[config.mk]
export PLATFORM = sky130hd
export DESIGN_NAME = mdu_issue_top
export DESIGN_NICKNAME = d
export VERILOG_FILES = /design/src/mdu_pkg.sv /design/src/iq_entry.sv /design/src/operand_bypass.sv /design/src/mdu_unit.sv /design/src/mdu_iq.sv /design/src/mdu_issue_top.sv
export SDC_FILE = /design/constraint.sdc
export NUM_CORES = 2
export LEC_CHECK = 0
export ABC_AREA = 1
export BUFFER_PORTS_ARGS = -buffer_cell sky130_fd_sc_hd__buf_4
export CAP_MARGIN = 20
export CORE_ASPECT_RATIO = 0.7
export CORE_MARGIN = 3
export CORE_UTILIZATION = 65
export DETAILED_ROUTE_END_ITERATION = 16
export GPL_TIMING_DRIVEN = 0
export PLACE_DENSITY = 0.95
export SLEW_MARGIN = 20
export SYNTH_ARGS = -nofsm -noshare
export SYNTH_HDL_FRONTEND = slang
export SYNTH_SLANG_ARGS = --single-unit
export TNS_END_PERCENT = 50
[constraint.sdc]
create_clock -name clk -period 10.1 [get_ports clk]
set_clock_uncertainty 0.05 [all_clocks]
set_input_delay 2.02 -clock clk [delete_from_list [all_inputs] [get_ports clk]]
set_output_delay 2.02 -clock clk [all_outputs]
set_load 0.005 [all_outputs]
[src/mdu_pkg.sv]
package mdu_pkg;

    typedef logic [31:0] word_t;
    typedef logic [4:0]  rob_id_t;

    typedef enum logic [1:0] {
        mdu_mul,
        mdu_mulhu,
        mdu_divu,
        mdu_remu
    } mdu_op_t;

    // reference result of one operation
    // a zero divisor makes divu all ones and remu the dividend
    function automatic word_t mdu_eval(mdu_op_t op, word_t a, word_t b);
        logic [63:0] prod;
        prod = {32'b0, a} * {32'b0, b};
        case (op)
            mdu_mul:   return prod[31:0];
            mdu_mulhu: return prod[63:32];
            mdu_divu:  return (b == '0) ? '1 : a / b;
            default:   return (b == '0) ? a : a % b;
        endcase
    endfunction

endpackage

[src/iq_entry.sv]
`timescale 1ns/1ps

module iq_entry #(
    parameter int CDB_COUNT  = 2,
    parameter int WKUP_COUNT = 2
) (
    input  logic                                clk,
    input  logic                                rst_n_i,
    input  logic                                flush_i,
    input  logic                                init_i,
    input  logic                                select_i,
    input  mdu_pkg::mdu_op_t                    op_i,
    input  mdu_pkg::rob_id_t                    wreg_id_i,
    input  mdu_pkg::word_t   [1:0]              src_data_i,
    input  mdu_pkg::rob_id_t [1:0]              src_tag_i,
    input  logic             [1:0]              src_ready_i,
    input  logic             [CDB_COUNT-1:0]    cdb_valid_i,
    input  mdu_pkg::rob_id_t [CDB_COUNT-1:0]    cdb_reg_id_i,
    input  mdu_pkg::word_t   [CDB_COUNT-1:0]    cdb_data_i,
    input  logic             [WKUP_COUNT-1:0]   wkup_valid_i,
    input  mdu_pkg::rob_id_t [WKUP_COUNT-1:0]   wkup_reg_id_i,
    input  mdu_pkg::word_t   [WKUP_COUNT-1:0]   wkup_data_i,
    output logic                                ready_o,
    output mdu_pkg::mdu_op_t                    op_o,
    output mdu_pkg::rob_id_t                    wreg_id_o,
    output mdu_pkg::word_t   [1:0]              data_o,
    output logic [1:0][WKUP_COUNT-1:0]          wkup_hit_o
);
    import mdu_pkg::*;

    logic                           occ_q;
    mdu_op_t                        op_q;
    rob_id_t                        wreg_q;
    word_t   [1:0]                  data_q;
    word_t   [1:0]                  data_n;
    word_t   [1:0]                  fwd_data;
    rob_id_t [1:0]                  tag_q;
    rob_id_t [1:0]                  cur_tag;
    logic    [1:0]                  rdy_q;
    logic    [1:0]                  rdy_n;
    logic    [1:0]                  cur_rdy;
    logic    [1:0]                  cdb_hit;
    logic    [1:0][WKUP_COUNT-1:0]  hit_q;
    logic    [1:0][WKUP_COUNT-1:0]  wm;

    // --------------------
    // operand snooping
    always_comb begin
        for (int k = 0; k < 2; k++) begin
            // a hit recorded last cycle means the data is on the port now
            fwd_data[k] = data_q[k];
            for (int j = 0; j < WKUP_COUNT; j++) begin
                if (hit_q[k][j]) begin
                    fwd_data[k] = wkup_data_i[j];
                end
            end

            // fresh dispatch is snooped in the cycle it is written
            cur_tag[k] = init_i ? src_tag_i[k] : tag_q[k];
            cur_rdy[k] = init_i ? src_ready_i[k] : rdy_q[k];
            data_n[k]  = init_i ? src_data_i[k] : fwd_data[k];

            cdb_hit[k] = 1'b0;
            for (int j = 0; j < CDB_COUNT; j++) begin
                if (!cur_rdy[k] && cdb_valid_i[j] && cdb_reg_id_i[j] == cur_tag[k]) begin
                    cdb_hit[k] = 1'b1;
                    data_n[k]  = cdb_data_i[j];
                end
            end

            for (int j = 0; j < WKUP_COUNT; j++) begin
                wm[k][j] = !cur_rdy[k] && !cdb_hit[k] && wkup_valid_i[j]
                           && wkup_reg_id_i[j] == cur_tag[k];
            end

            rdy_n[k] = cur_rdy[k] || cdb_hit[k] || (|wm[k]);
        end
    end

    // an announced tag already counts as ready
    // the bypass stage fills in its data
    assign ready_o    = occ_q && (rdy_q[0] || |wm[0]) && (rdy_q[1] || |wm[1]);
    assign wkup_hit_o = wm;
    assign data_o     = fwd_data;
    assign op_o       = op_q;
    assign wreg_id_o  = wreg_q;

    // --------------------
    // slot state
    always_ff @(posedge clk or negedge rst_n_i) begin
        if (!rst_n_i) begin
            occ_q <= 1'b0;
        end else if (flush_i) begin
            occ_q <= 1'b0;
        end else if (init_i) begin
            occ_q <= 1'b1;
        end else if (select_i) begin
            occ_q <= 1'b0;
        end
    end

    always_ff @(posedge clk) begin
        if (init_i) begin
            op_q   <= op_i;
            wreg_q <= wreg_id_i;
        end
        data_q <= data_n;
        tag_q  <= cur_tag;
        rdy_q  <= rdy_n;
        hit_q  <= wm;
    end

    // head select and tail write never land on the same slot
    assert property (@(posedge clk) disable iff (!rst_n_i) !(init_i && select_i));

endmodule

[src/operand_bypass.sv]
`timescale 1ns/1ps

module operand_bypass #(
    parameter int WKUP_COUNT = 2
) (
    input  logic                              clk,
    input  logic                              rst_n_i,
    input  logic                              flush_i,
    input  logic                              load_i,
    input  mdu_pkg::word_t [1:0]              data_i,
    input  logic [1:0][WKUP_COUNT-1:0]        wkup_hit_i,
    input  mdu_pkg::word_t [WKUP_COUNT-1:0]   wkup_data_i,
    output mdu_pkg::word_t [1:0]              data_o
);
    import mdu_pkg::*;

    word_t [1:0]                data_q;
    logic  [1:0][WKUP_COUNT-1:0] hit_q;

    // woken operands take the port data one cycle after the tag
    always_comb begin
        for (int k = 0; k < 2; k++) begin
            data_o[k] = data_q[k];
            for (int j = 0; j < WKUP_COUNT; j++) begin
                if (hit_q[k][j]) begin
                    data_o[k] = wkup_data_i[j];
                end
            end
        end
    end

    always_ff @(posedge clk or negedge rst_n_i) begin
        if (!rst_n_i) begin
            hit_q <= '0;
        end else if (flush_i || !load_i) begin
            hit_q <= '0;
        end else begin
            hit_q <= wkup_hit_i;
        end
    end

    // keep the substituted value while the unit stalls
    always_ff @(posedge clk) begin
        if (load_i) begin
            data_q <= data_i;
        end else begin
            data_q <= data_o;
        end
    end

endmodule

[src/mdu_unit.sv]
`timescale 1ns/1ps

module mdu_unit (
    input  logic              clk,
    input  logic              rst_n_i,
    input  logic              flush_i,
    input  logic              valid_i,
    output logic              ready_o,
    input  mdu_pkg::mdu_op_t  op_i,
    input  mdu_pkg::rob_id_t  reg_id_i,
    input  mdu_pkg::word_t    a_i,
    input  mdu_pkg::word_t    b_i,
    output logic              valid_o,
    input  logic              ready_i,
    output mdu_pkg::word_t    data_o,
    output mdu_pkg::rob_id_t  reg_id_o
);
    import mdu_pkg::*;

    typedef enum logic [1:0] {
        st_idle,
        st_div,
        st_done
    } state_t;

    state_t       state_q;
    logic [5:0]   step_q;
    logic         accept;
    logic         is_mul;
    logic [63:0]  prod;
    logic [32:0]  trial;
    logic [32:0]  diff;
    mdu_op_t      op_q;
    rob_id_t      tag_q;
    word_t        a_q;
    word_t        b_q;
    word_t        quo_q;
    word_t        rem_q;
    word_t        res_q;

    assign ready_o  = (state_q == st_idle);
    assign valid_o  = (state_q == st_done);
    assign accept   = valid_i && ready_o;
    assign is_mul   = (op_i == mdu_mul) || (op_i == mdu_mulhu);
    assign data_o   = res_q;
    assign reg_id_o = tag_q;

    // one full product serves both mul and mulhu
    assign prod = {32'b0, a_i} * {32'b0, b_i};

    // restoring step with dividend bits shifted in from the quotient register
    assign trial = {rem_q, quo_q[31]};
    assign diff  = trial - {1'b0, b_q};

    always_ff @(posedge clk or negedge rst_n_i) begin
        if (!rst_n_i) begin
            state_q <= st_idle;
            step_q  <= '0;
        end else if (flush_i) begin
            state_q <= st_idle;
            step_q  <= '0;
        end else begin
            case (state_q)
                st_idle: begin
                    if (accept) begin
                        state_q <= is_mul ? st_done : st_div;
                    end
                    step_q <= '0;
                end
                st_div: begin
                    // 32 steps plus the result write
                    if (step_q == 6'd32) begin
                        state_q <= st_done;
                    end
                    step_q <= step_q + 6'd1;
                end
                default: begin
                    if (ready_i) begin
                        state_q <= st_idle;
                    end
                end
            endcase
        end
    end

    always_ff @(posedge clk) begin
        if (accept) begin
            op_q  <= op_i;
            tag_q <= reg_id_i;
            a_q   <= a_i;
            b_q   <= b_i;
            quo_q <= a_i;
            rem_q <= '0;
            if (is_mul) begin
                res_q <= (op_i == mdu_mul) ? prod[31:0] : prod[63:32];
            end
        end else if (state_q == st_div) begin
            if (step_q == 6'd32) begin
                // zero divisor falls out as all ones and the dividend
                res_q <= (op_q == mdu_divu) ? quo_q : rem_q;
            end else begin
                quo_q <= {quo_q[30:0], !diff[32]};
                rem_q <= diff[32] ? trial[31:0] : diff[31:0];
            end
        end
    end

    // held result does not move under back-pressure
    assert property (@(posedge clk) disable iff (!rst_n_i || flush_i)
        valid_o && !ready_i |=> $stable(data_o) && $stable(reg_id_o));

    // both datapaths agree with the reference function
    assert property (@(posedge clk) disable iff (!rst_n_i)
        valid_o |-> data_o == mdu_eval(op_q, a_q, b_q));

endmodule

[src/mdu_iq.sv]
`timescale 1ns/1ps

module mdu_iq #(
    parameter int IQ_SIZE    = 4,
    parameter int CDB_COUNT  = 2,
    parameter int WKUP_COUNT = 2
) (
    input  logic                                clk,
    input  logic                                rst_n_i,
    input  logic                                flush_i,
    input  logic             [1:0]              dispatch_valid_i,
    input  mdu_pkg::mdu_op_t [1:0]              dispatch_op_i,
    input  mdu_pkg::rob_id_t [1:0]              dispatch_wreg_id_i,
    input  mdu_pkg::word_t   [1:0][1:0]         src_data_i,
    input  mdu_pkg::rob_id_t [1:0][1:0]         src_tag_i,
    input  logic             [1:0][1:0]         src_ready_i,
    output logic                                entry_ready_o,
    input  logic             [CDB_COUNT-1:0]    cdb_valid_i,
    input  mdu_pkg::rob_id_t [CDB_COUNT-1:0]    cdb_reg_id_i,
    input  mdu_pkg::word_t   [CDB_COUNT-1:0]    cdb_data_i,
    input  logic             [WKUP_COUNT-1:0]   wkup_valid_i,
    input  mdu_pkg::rob_id_t [WKUP_COUNT-1:0]   wkup_reg_id_i,
    input  mdu_pkg::word_t   [WKUP_COUNT-1:0]   wkup_data_i,
    input  logic                                fifo_ready_i,
    output logic                                entry_valid_o,
    output mdu_pkg::word_t                      result_data_o,
    output mdu_pkg::rob_id_t                    result_reg_id_o
);
    import mdu_pkg::*;

    localparam int PTR_W = $clog2(IQ_SIZE);

    logic [PTR_W-1:0]             head_q;
    logic [PTR_W-1:0]             tail_q;
    logic [PTR_W-1:0]             tail_p1;
    logic [PTR_W:0]               free_q;
    logic [PTR_W:0]               free_n;
    logic [1:0]                   disp_cnt;
    logic                         head_ready;
    logic                         iss_ready;
    logic                         issue;
    logic                         iss_valid_q;
    logic                         mdu_ready;
    mdu_op_t                      iss_op_q;
    rob_id_t                      iss_tag_q;
    word_t [1:0]                  iss_data;
    logic [IQ_SIZE-1:0]           ent_ready;
    logic [IQ_SIZE-1:0]           ent_init;
    logic [IQ_SIZE-1:0]           ent_sel;
    logic [IQ_SIZE-1:0]           ent_src;
    mdu_op_t                      ent_op [IQ_SIZE];
    rob_id_t                      ent_tag [IQ_SIZE];
    word_t [1:0]                  ent_data [IQ_SIZE];
    logic [1:0][WKUP_COUNT-1:0]   ent_hit [IQ_SIZE];

    // --------------------
    // pointers and free count
    assign disp_cnt = dispatch_valid_i[0] + dispatch_valid_i[1];
    assign tail_p1  = tail_q + 1'b1;
    assign free_n   = free_q - disp_cnt + issue;

    always_ff @(posedge clk or negedge rst_n_i) begin
        if (!rst_n_i) begin
            head_q        <= '0;
            tail_q        <= '0;
            free_q        <= (PTR_W + 1)'(IQ_SIZE);
            entry_ready_o <= 1'b1;
            iss_valid_q   <= 1'b0;
        end else if (flush_i) begin
            head_q        <= '0;
            tail_q        <= '0;
            free_q        <= (PTR_W + 1)'(IQ_SIZE);
            entry_ready_o <= 1'b1;
            iss_valid_q   <= 1'b0;
        end else begin
            head_q        <= head_q + PTR_W'(issue);
            tail_q        <= tail_q + PTR_W'(disp_cnt);
            free_q        <= free_n;
            // room for a full pair next cycle
            entry_ready_o <= (free_n >= 2);
            if (iss_ready) begin
                iss_valid_q <= issue;
            end
        end
    end

    // --------------------
    // slot steering
    always_comb begin
        for (int i = 0; i < IQ_SIZE; i++) begin
            ent_sel[i]  = issue && (PTR_W'(i) == head_q);
            ent_init[i] = 1'b0;
            ent_src[i]  = 1'b1;
            if (PTR_W'(i) == tail_q) begin
                // older valid slot goes first
                ent_init[i] = |dispatch_valid_i;
                ent_src[i]  = !dispatch_valid_i[0];
            end else if (PTR_W'(i) == tail_p1) begin
                ent_init[i] = &dispatch_valid_i;
            end
        end
    end

    for (genvar i = 0; i < IQ_SIZE; i++) begin : g_entry
        iq_entry #(
            .CDB_COUNT (CDB_COUNT),
            .WKUP_COUNT(WKUP_COUNT)
        ) u_entry (
            .clk,
            .rst_n_i,
            .flush_i,
            .init_i       (ent_init[i]),
            .select_i     (ent_sel[i]),
            .op_i         (dispatch_op_i[ent_src[i]]),
            .wreg_id_i    (dispatch_wreg_id_i[ent_src[i]]),
            .src_data_i   (src_data_i[ent_src[i]]),
            .src_tag_i    (src_tag_i[ent_src[i]]),
            .src_ready_i  (src_ready_i[ent_src[i]]),
            .cdb_valid_i,
            .cdb_reg_id_i,
            .cdb_data_i,
            .wkup_valid_i,
            .wkup_reg_id_i,
            .wkup_data_i,
            .ready_o      (ent_ready[i]),
            .op_o         (ent_op[i]),
            .wreg_id_o    (ent_tag[i]),
            .data_o       (ent_data[i]),
            .wkup_hit_o   (ent_hit[i])
        );
    end

    // --------------------
    // in-order issue from the head
    assign head_ready = ent_ready[head_q];
    assign iss_ready  = !iss_valid_q || mdu_ready;
    assign issue      = head_ready && iss_ready;

    always_ff @(posedge clk) begin
        if (issue) begin
            iss_op_q  <= ent_op[head_q];
            iss_tag_q <= ent_tag[head_q];
        end
    end

    operand_bypass #(
        .WKUP_COUNT(WKUP_COUNT)
    ) u_bypass (
        .clk,
        .rst_n_i,
        .flush_i,
        .load_i     (issue),
        .data_i     (ent_data[head_q]),
        .wkup_hit_i (ent_hit[head_q]),
        .wkup_data_i,
        .data_o     (iss_data)
    );

    mdu_unit u_mdu (
        .clk,
        .rst_n_i,
        .flush_i,
        .valid_i  (iss_valid_q),
        .ready_o  (mdu_ready),
        .op_i     (iss_op_q),
        .reg_id_i (iss_tag_q),
        .a_i      (iss_data[0]),
        .b_i      (iss_data[1]),
        .valid_o  (entry_valid_o),
        .ready_i  (fifo_ready_i),
        .data_o   (result_data_o),
        .reg_id_o (result_reg_id_o)
    );

    // dispatcher honours the registered two-slot level
    assert property (@(posedge clk) disable iff (!rst_n_i)
        |dispatch_valid_i |-> entry_ready_o);

    assert property (@(posedge clk) disable iff (!rst_n_i) free_q <= IQ_SIZE);

endmodule

[src/mdu_issue_top.sv]
`timescale 1ns/1ps

module mdu_issue_top #(
    parameter int IQ_SIZE    = 4,
    parameter int CDB_COUNT  = 2,
    parameter int WKUP_COUNT = 2
) (
    input  logic                                clk,
    input  logic                                rst_n_i,
    input  logic                                flush_i,
    input  logic             [1:0]              dispatch_valid_i,
    input  mdu_pkg::mdu_op_t [1:0]              dispatch_op_i,
    input  mdu_pkg::rob_id_t [1:0]              dispatch_wreg_id_i,
    input  mdu_pkg::word_t   [1:0][1:0]         src_data_i,
    input  mdu_pkg::rob_id_t [1:0][1:0]         src_tag_i,
    input  logic             [1:0][1:0]         src_ready_i,
    output logic                                entry_ready_o,
    input  logic             [CDB_COUNT-1:0]    cdb_valid_i,
    input  mdu_pkg::rob_id_t [CDB_COUNT-1:0]    cdb_reg_id_i,
    input  mdu_pkg::word_t   [CDB_COUNT-1:0]    cdb_data_i,
    input  logic             [WKUP_COUNT-1:0]   wkup_valid_i,
    input  mdu_pkg::rob_id_t [WKUP_COUNT-1:0]   wkup_reg_id_i,
    input  mdu_pkg::word_t   [WKUP_COUNT-1:0]   wkup_data_i,
    input  logic                                fifo_ready_i,
    output logic                                entry_valid_o,
    output mdu_pkg::word_t                      result_data_o,
    output mdu_pkg::rob_id_t                    result_reg_id_o
);

    // single multiply/divide issue queue
    mdu_iq #(
        .IQ_SIZE   (IQ_SIZE),
        .CDB_COUNT (CDB_COUNT),
        .WKUP_COUNT(WKUP_COUNT)
    ) u_iq (
        .clk,
        .rst_n_i,
        .flush_i,
        .dispatch_valid_i,
        .dispatch_op_i,
        .dispatch_wreg_id_i,
        .src_data_i,
        .src_tag_i,
        .src_ready_i,
        .entry_ready_o,
        .cdb_valid_i,
        .cdb_reg_id_i,
        .cdb_data_i,
        .wkup_valid_i,
        .wkup_reg_id_i,
        .wkup_data_i,
        .fifo_ready_i,
        .entry_valid_o,
        .result_data_o,
        .result_reg_id_o
    );

endmodule

==> results.toml, run 1 <==
[global_routing]
grt_max_degree = 34
grt_pass1_vias = 94500
grt_usage_pct = 73.4
grt_first_pass_wirelength_um = 628000
grt-ovfl-total = 103

[clock_network]
clock-root-buffer = "clkbuf_16"
cts_sinks = 579
h-tree-depth = 2
cts_buffers = 59
ctsHoldBuffers = 0
cts.path.max_buffers = 3

[synth]
ys_ff_latch = 579
synth_top_cell_by_area = "fa_1"
synth_area_per_cell_um2 = 7.05
netlist_area_um2 = 73700
postSynth.asyncResetShare_pct = 4.32
yosys-top-cells-area = "fa_1, nand2_1, dfxtp_1, inv_1, o21ai_0"
yosysUniqueCellTypes = 60
ys_warn_count = 0
synth_ff_type = "dfxtp_1"
synth_edf_count = 138
synth_top_area_share_pct = 24.4
syn-num-nets = 12000
synth-seq-area-share_pct = 17.8
synth_cells = 10500

[status]
haltStage = "global routing"
status = "stopped before the end"
firstError = "[ERROR GRT-0116] Global routing finished with congestion. Check the congestion regions in the DRC Viewer."

[floorplan]
ios = 363
die_h_um = 288
initial_core_util_pct = 66.0
rows = 102
dieWidth_um = 408

[placed_design]
io_buffer_count = 283
place_congestion = 1.53
place_hpwl_um = 298000
-- timing repair --
item / CTS
setup buffers: 9
resized for setup: 191
pin swaps: 4
endpoints found under the setup margin: 32
hold endpoints to repair: 0
-- stage by stage --
stage | instances | hold WS (ns) | area, µm² | setup TNS (ns) | setup WS, ns
2_1_floorplan | 10500 | 0.350 | 73700 | 0 | 0.762
3_3_place_gp | 12200 | 0.366 | 77700 | -82.43 | -2.85
3_5_place_dp | 12300 | 0.355 | 78000 | -45.39 | -1.70
4_1_cts | 12400 | 0.371 | 80700 | 0 | 0.00166
-- logic make-up after synthesis --
logic type	count (synthesis)	share of synthesized area, %
and+or+nand+nor	4200	23.1
buffers and inverters	2212	11.6
AOI/OAI and AO/OA	2193	17.1
adders and majority gates	1202	29.6
DFF	579	17.8
xor gates and xnor gates	52	0.618
muxes	13	0.177
-- routing by layer --
metal,GRT overflow,track usage [%]
met1,18,76.4
met2,22,82.7
met3,33,69.3
met4,28,57.4
met5,2,50.9
-- synth_stat cells (21+ instances only) --
cell and count:
clkinv_1 21, o21ai_0 1019, dfxtp_1 416, buf_1 60, clkbuf_1 611, o221ai_1 44, fa_1 898, o22ai_1 119
a21oi_1 417, inv_2 31, or2_2 58, ha_1 304, nand3_1 519, xnor2_1 24, o311ai_0 32, nand4_1 37
nor2_1 1083, inv_1 1434, a31oi_1 63, edfxtp_1 138, o211ai_1 287, o21ai_1 66, nand2_1 2400, a211oi_1 44
o21ai_2 37, dfrtp_1 23, nor3_1 23, xor2_1 28
==> run 2: changes to the inputs <==
- CORE_ASPECT_RATIO: 0.7 -> default
- CORE_UTILIZATION: 65 -> 40
- PLACE_DENSITY: 0.95 -> default
- PLACE_DENSITY_LB_ADDON: default -> 0.15
==> run 2 against run 1 <==
Against the previous run:
- the flow now finishes, with violations (capacitance limit)
- area after synthesis stayed put
- synthesized cell count is the same
==> results.toml, run 2 <==
[clock_network]
cts_tree = "built"
h-tree-depth = 3
ctsHoldBuffers = 0
cts_sinks = 579
cts.path.max_buffers = 3
cts_buffers = 79
clkTransAtPathRegs_ns = 0.06
insertion_delay_ns = 0.74
clock-root-buffer = "clkbuf_16"

[layout]
final_cell_mix = "nand2_1, inv_1, nor2_1, o21ai_0, fa_1"
largest_reg_flops = 256
final_common_cell = "nand2_1"
final_net_count = 12400
multi_input_area_um2 = 52500
layout-drive-gt1-share_pct = 9.64
register_area_um2 = 13100
largest_register = "u_iq.g_entry.u_entry.data_q"
n_fill_cell = 19100
top_regs = "u_iq.g_entry.u_entry.data_q (256), u_iq.u_bypass.data_q (64), u_iq.g_entry.u_entry.tag_q (40)"
areaGrowthSynthToFinish_pct = 14.1

[timing]
maxSlewViolCount = 0
finalHoldViolations = 0
rsz0062_at_grt = "yes"
fin_crit_ns = 10.06
worst_pin_slew_ns = 1.48
finalCritPeriodShare_pct = 99.6
max_freq_mhz = 99.4
relSlewSlack_pct = 0.978
finalSetupViolCount = 0
whs_ns = 0.371

[synth]
synth_ff_type = "dfxtp_1"
yosys-top-cells-area = "fa_1, nand2_1, dfxtp_1, inv_1, o21ai_0"
synth_area_per_cell_um2 = 7.05
yosysUniqueCellTypes = 60
synth_top_cell_by_area = "fa_1"
syn-num-nets = 12000
synth_top_area_share_pct = 24.4
postSynth.asyncResetShare_pct = 4.32
synth_edf_count = 138
ys_warn_count = 0
netlist_area_um2 = 73700
synth-seq-area-share_pct = 17.8
ys_ff_latch = 579
synthTopCellsByCount = "nand2_1, inv_1, nor2_1"
synth_cells = 10500
yosysMostFrequentCell = "nand2_1"

[hold_path]
min_path_type = "flip-flop to flip-flop"

[global_routing]
grt_max_degree = 49
grt_usage_pct = 49.8
antenna_found_initial = 63
grt_pass1_vias = 80300
grt_first_pass_wirelength_um = 655000
grt-ovfl-total = 0

[floorplan]
dieWidth_um = 435
dieArea_um2 = 189000
ios = 363
die_h_um = 435
initial_core_util_pct = 40.5
rows = 156
core_um2 = 182000

[worst_setup_path]
worst-path-buf-inv = 7
critPathMostFrequentCell = "fa_1"
cp_max_fo = 10
critPathKind = "primary input to flip-flop"
worstPathArrival_ns = 10.47
slowest_delay_ns = 0.64
cp_slowest_cell = "fa_1"
cp_top_family = "adder cells"
cp.required_ns = 10.51
end_kind = "flip-flop"
startpoint_type = "primary input"

[route]
route.detailed.drc = 0
post_drt_wl_per_cell_um = 36.2
drt_wl_total_um = 487000
vias = 84300
ant_nets = 0
drt_iter0_markers = 12700
drt-pass1-iter-count = 8
via_per_inst = 6.26

[status]
violations = "capacitance limit"
status = "finished with violations"

[run]
max-cap-violations = 1

[placed_design]
io_buffer_count = 283
place_congestion = 1.11
place_hpwl_um = 379000
run 2: cell counts after synthesis:
No cell type changed its count.
run 2: what timing repair did:
action                     in CTS  in global routing
resized for setup             273                230
pin swaps                      13                 20
hold endpoints to repair        0                  0
setup buffers                  16                 25
setup endpoints to repair      32                 31
run 2: layer usage:
metal | part of all wire [%] | wire length, µm | track usage [%]
met1 | 35 | 168000 | 57.6
met4 | 12 | 56200 | 44.9
met5 | 0.075 | 367 | 0.706
met3 | 13 | 65100 | 19.5
met2 | 40 | 197000 | 70.9
run 2: area by class of cell:
class                           count  area share [%]
Tap cell                         2449            3.65
Timing Repair Buffer              363            3.66
Multi-Input combinational cell   7660            62.5
Inverter                         1488            6.72
Buffer                            718            4.38
Sequential cell                   579            15.6
Clock inverter                     30           0.652
Clock buffer                      111            2.63
Antenna cell                       57           0.170
run 2: logic make-up after synthesis:
group | Yosys count | synth area share, %
buffers and inverters | 2212 | 11.6
DFF | 579 | 17.8
and+or+nand+nor | 4200 | 23.1
muxes | 13 | 0.177
xor gates and xnor gates | 52 | 0.618
adders and majority gates | 1202 | 29.6
AOI/OAI and AO/OA | 2193 | 17.1
run 2: per-stage QoR:
| stage | TNS [ns] | setup slack [ns] | std cells | util [%] | cell area [µm²] |
|---|---|---|---|---|---|
| floorplan | 0 | 0.762 | 10500 | - | 73700 |
| global placement | -104.56 | -3.72 | 13200 | 43.3 | 78800 |
| detailed placement | -55.56 | -2.01 | 13200 | 43.8 | 79700 |
| CTS | 0 | 0.00245 | 13400 | 45.8 | 83300 |
| global route | -0.0950 | -0.0666 | 13400 | 46.1 | 83900 |
| finish | 0 | 0.0355 | 13500 | 46.2 | 84000 |
run 2: final timing paths:
| kind | from | endpoint | depth (start not counted) | slack, ns |
|---|---|---|---|---|
| max | wkup_data_i[13] | u_iq.u_mdu.data_o[28]$_DFFE_PP_ | 31 | 0.04 |
| min | u_iq.iss_tag_q[3]$_DFFE_PP_ | u_iq.u_mdu.reg_id_o[3]$_DFFE_PP_ | 0 | 0.37 |
| max reg2reg | u_iq.u_bypass.hit_q[3]$_DFF_PN0_ | u_iq.u_mdu.data_o[28]$_DFFE_PP_ | 31 | 0.22 |
| min reg2reg | u_iq.iss_tag_q[3]$_DFFE_PP_ | u_iq.u_mdu.reg_id_o[3]$_DFFE_PP_ | 0 | 0.37 |
| max in group asynchronous | rst_n_i | u_iq.free_q[2]$_DFF_PN1_ | 1 | 8.51 |
| min in group asynchronous | rst_n_i | u_iq.head_q[0]$_DFF_PN0_ | 1 | 1.16 |
Power of run 2 is left out: the tool's default activity adds up to more than one toggle a clock period on the data nets, which glitch-free logic cannot reach.
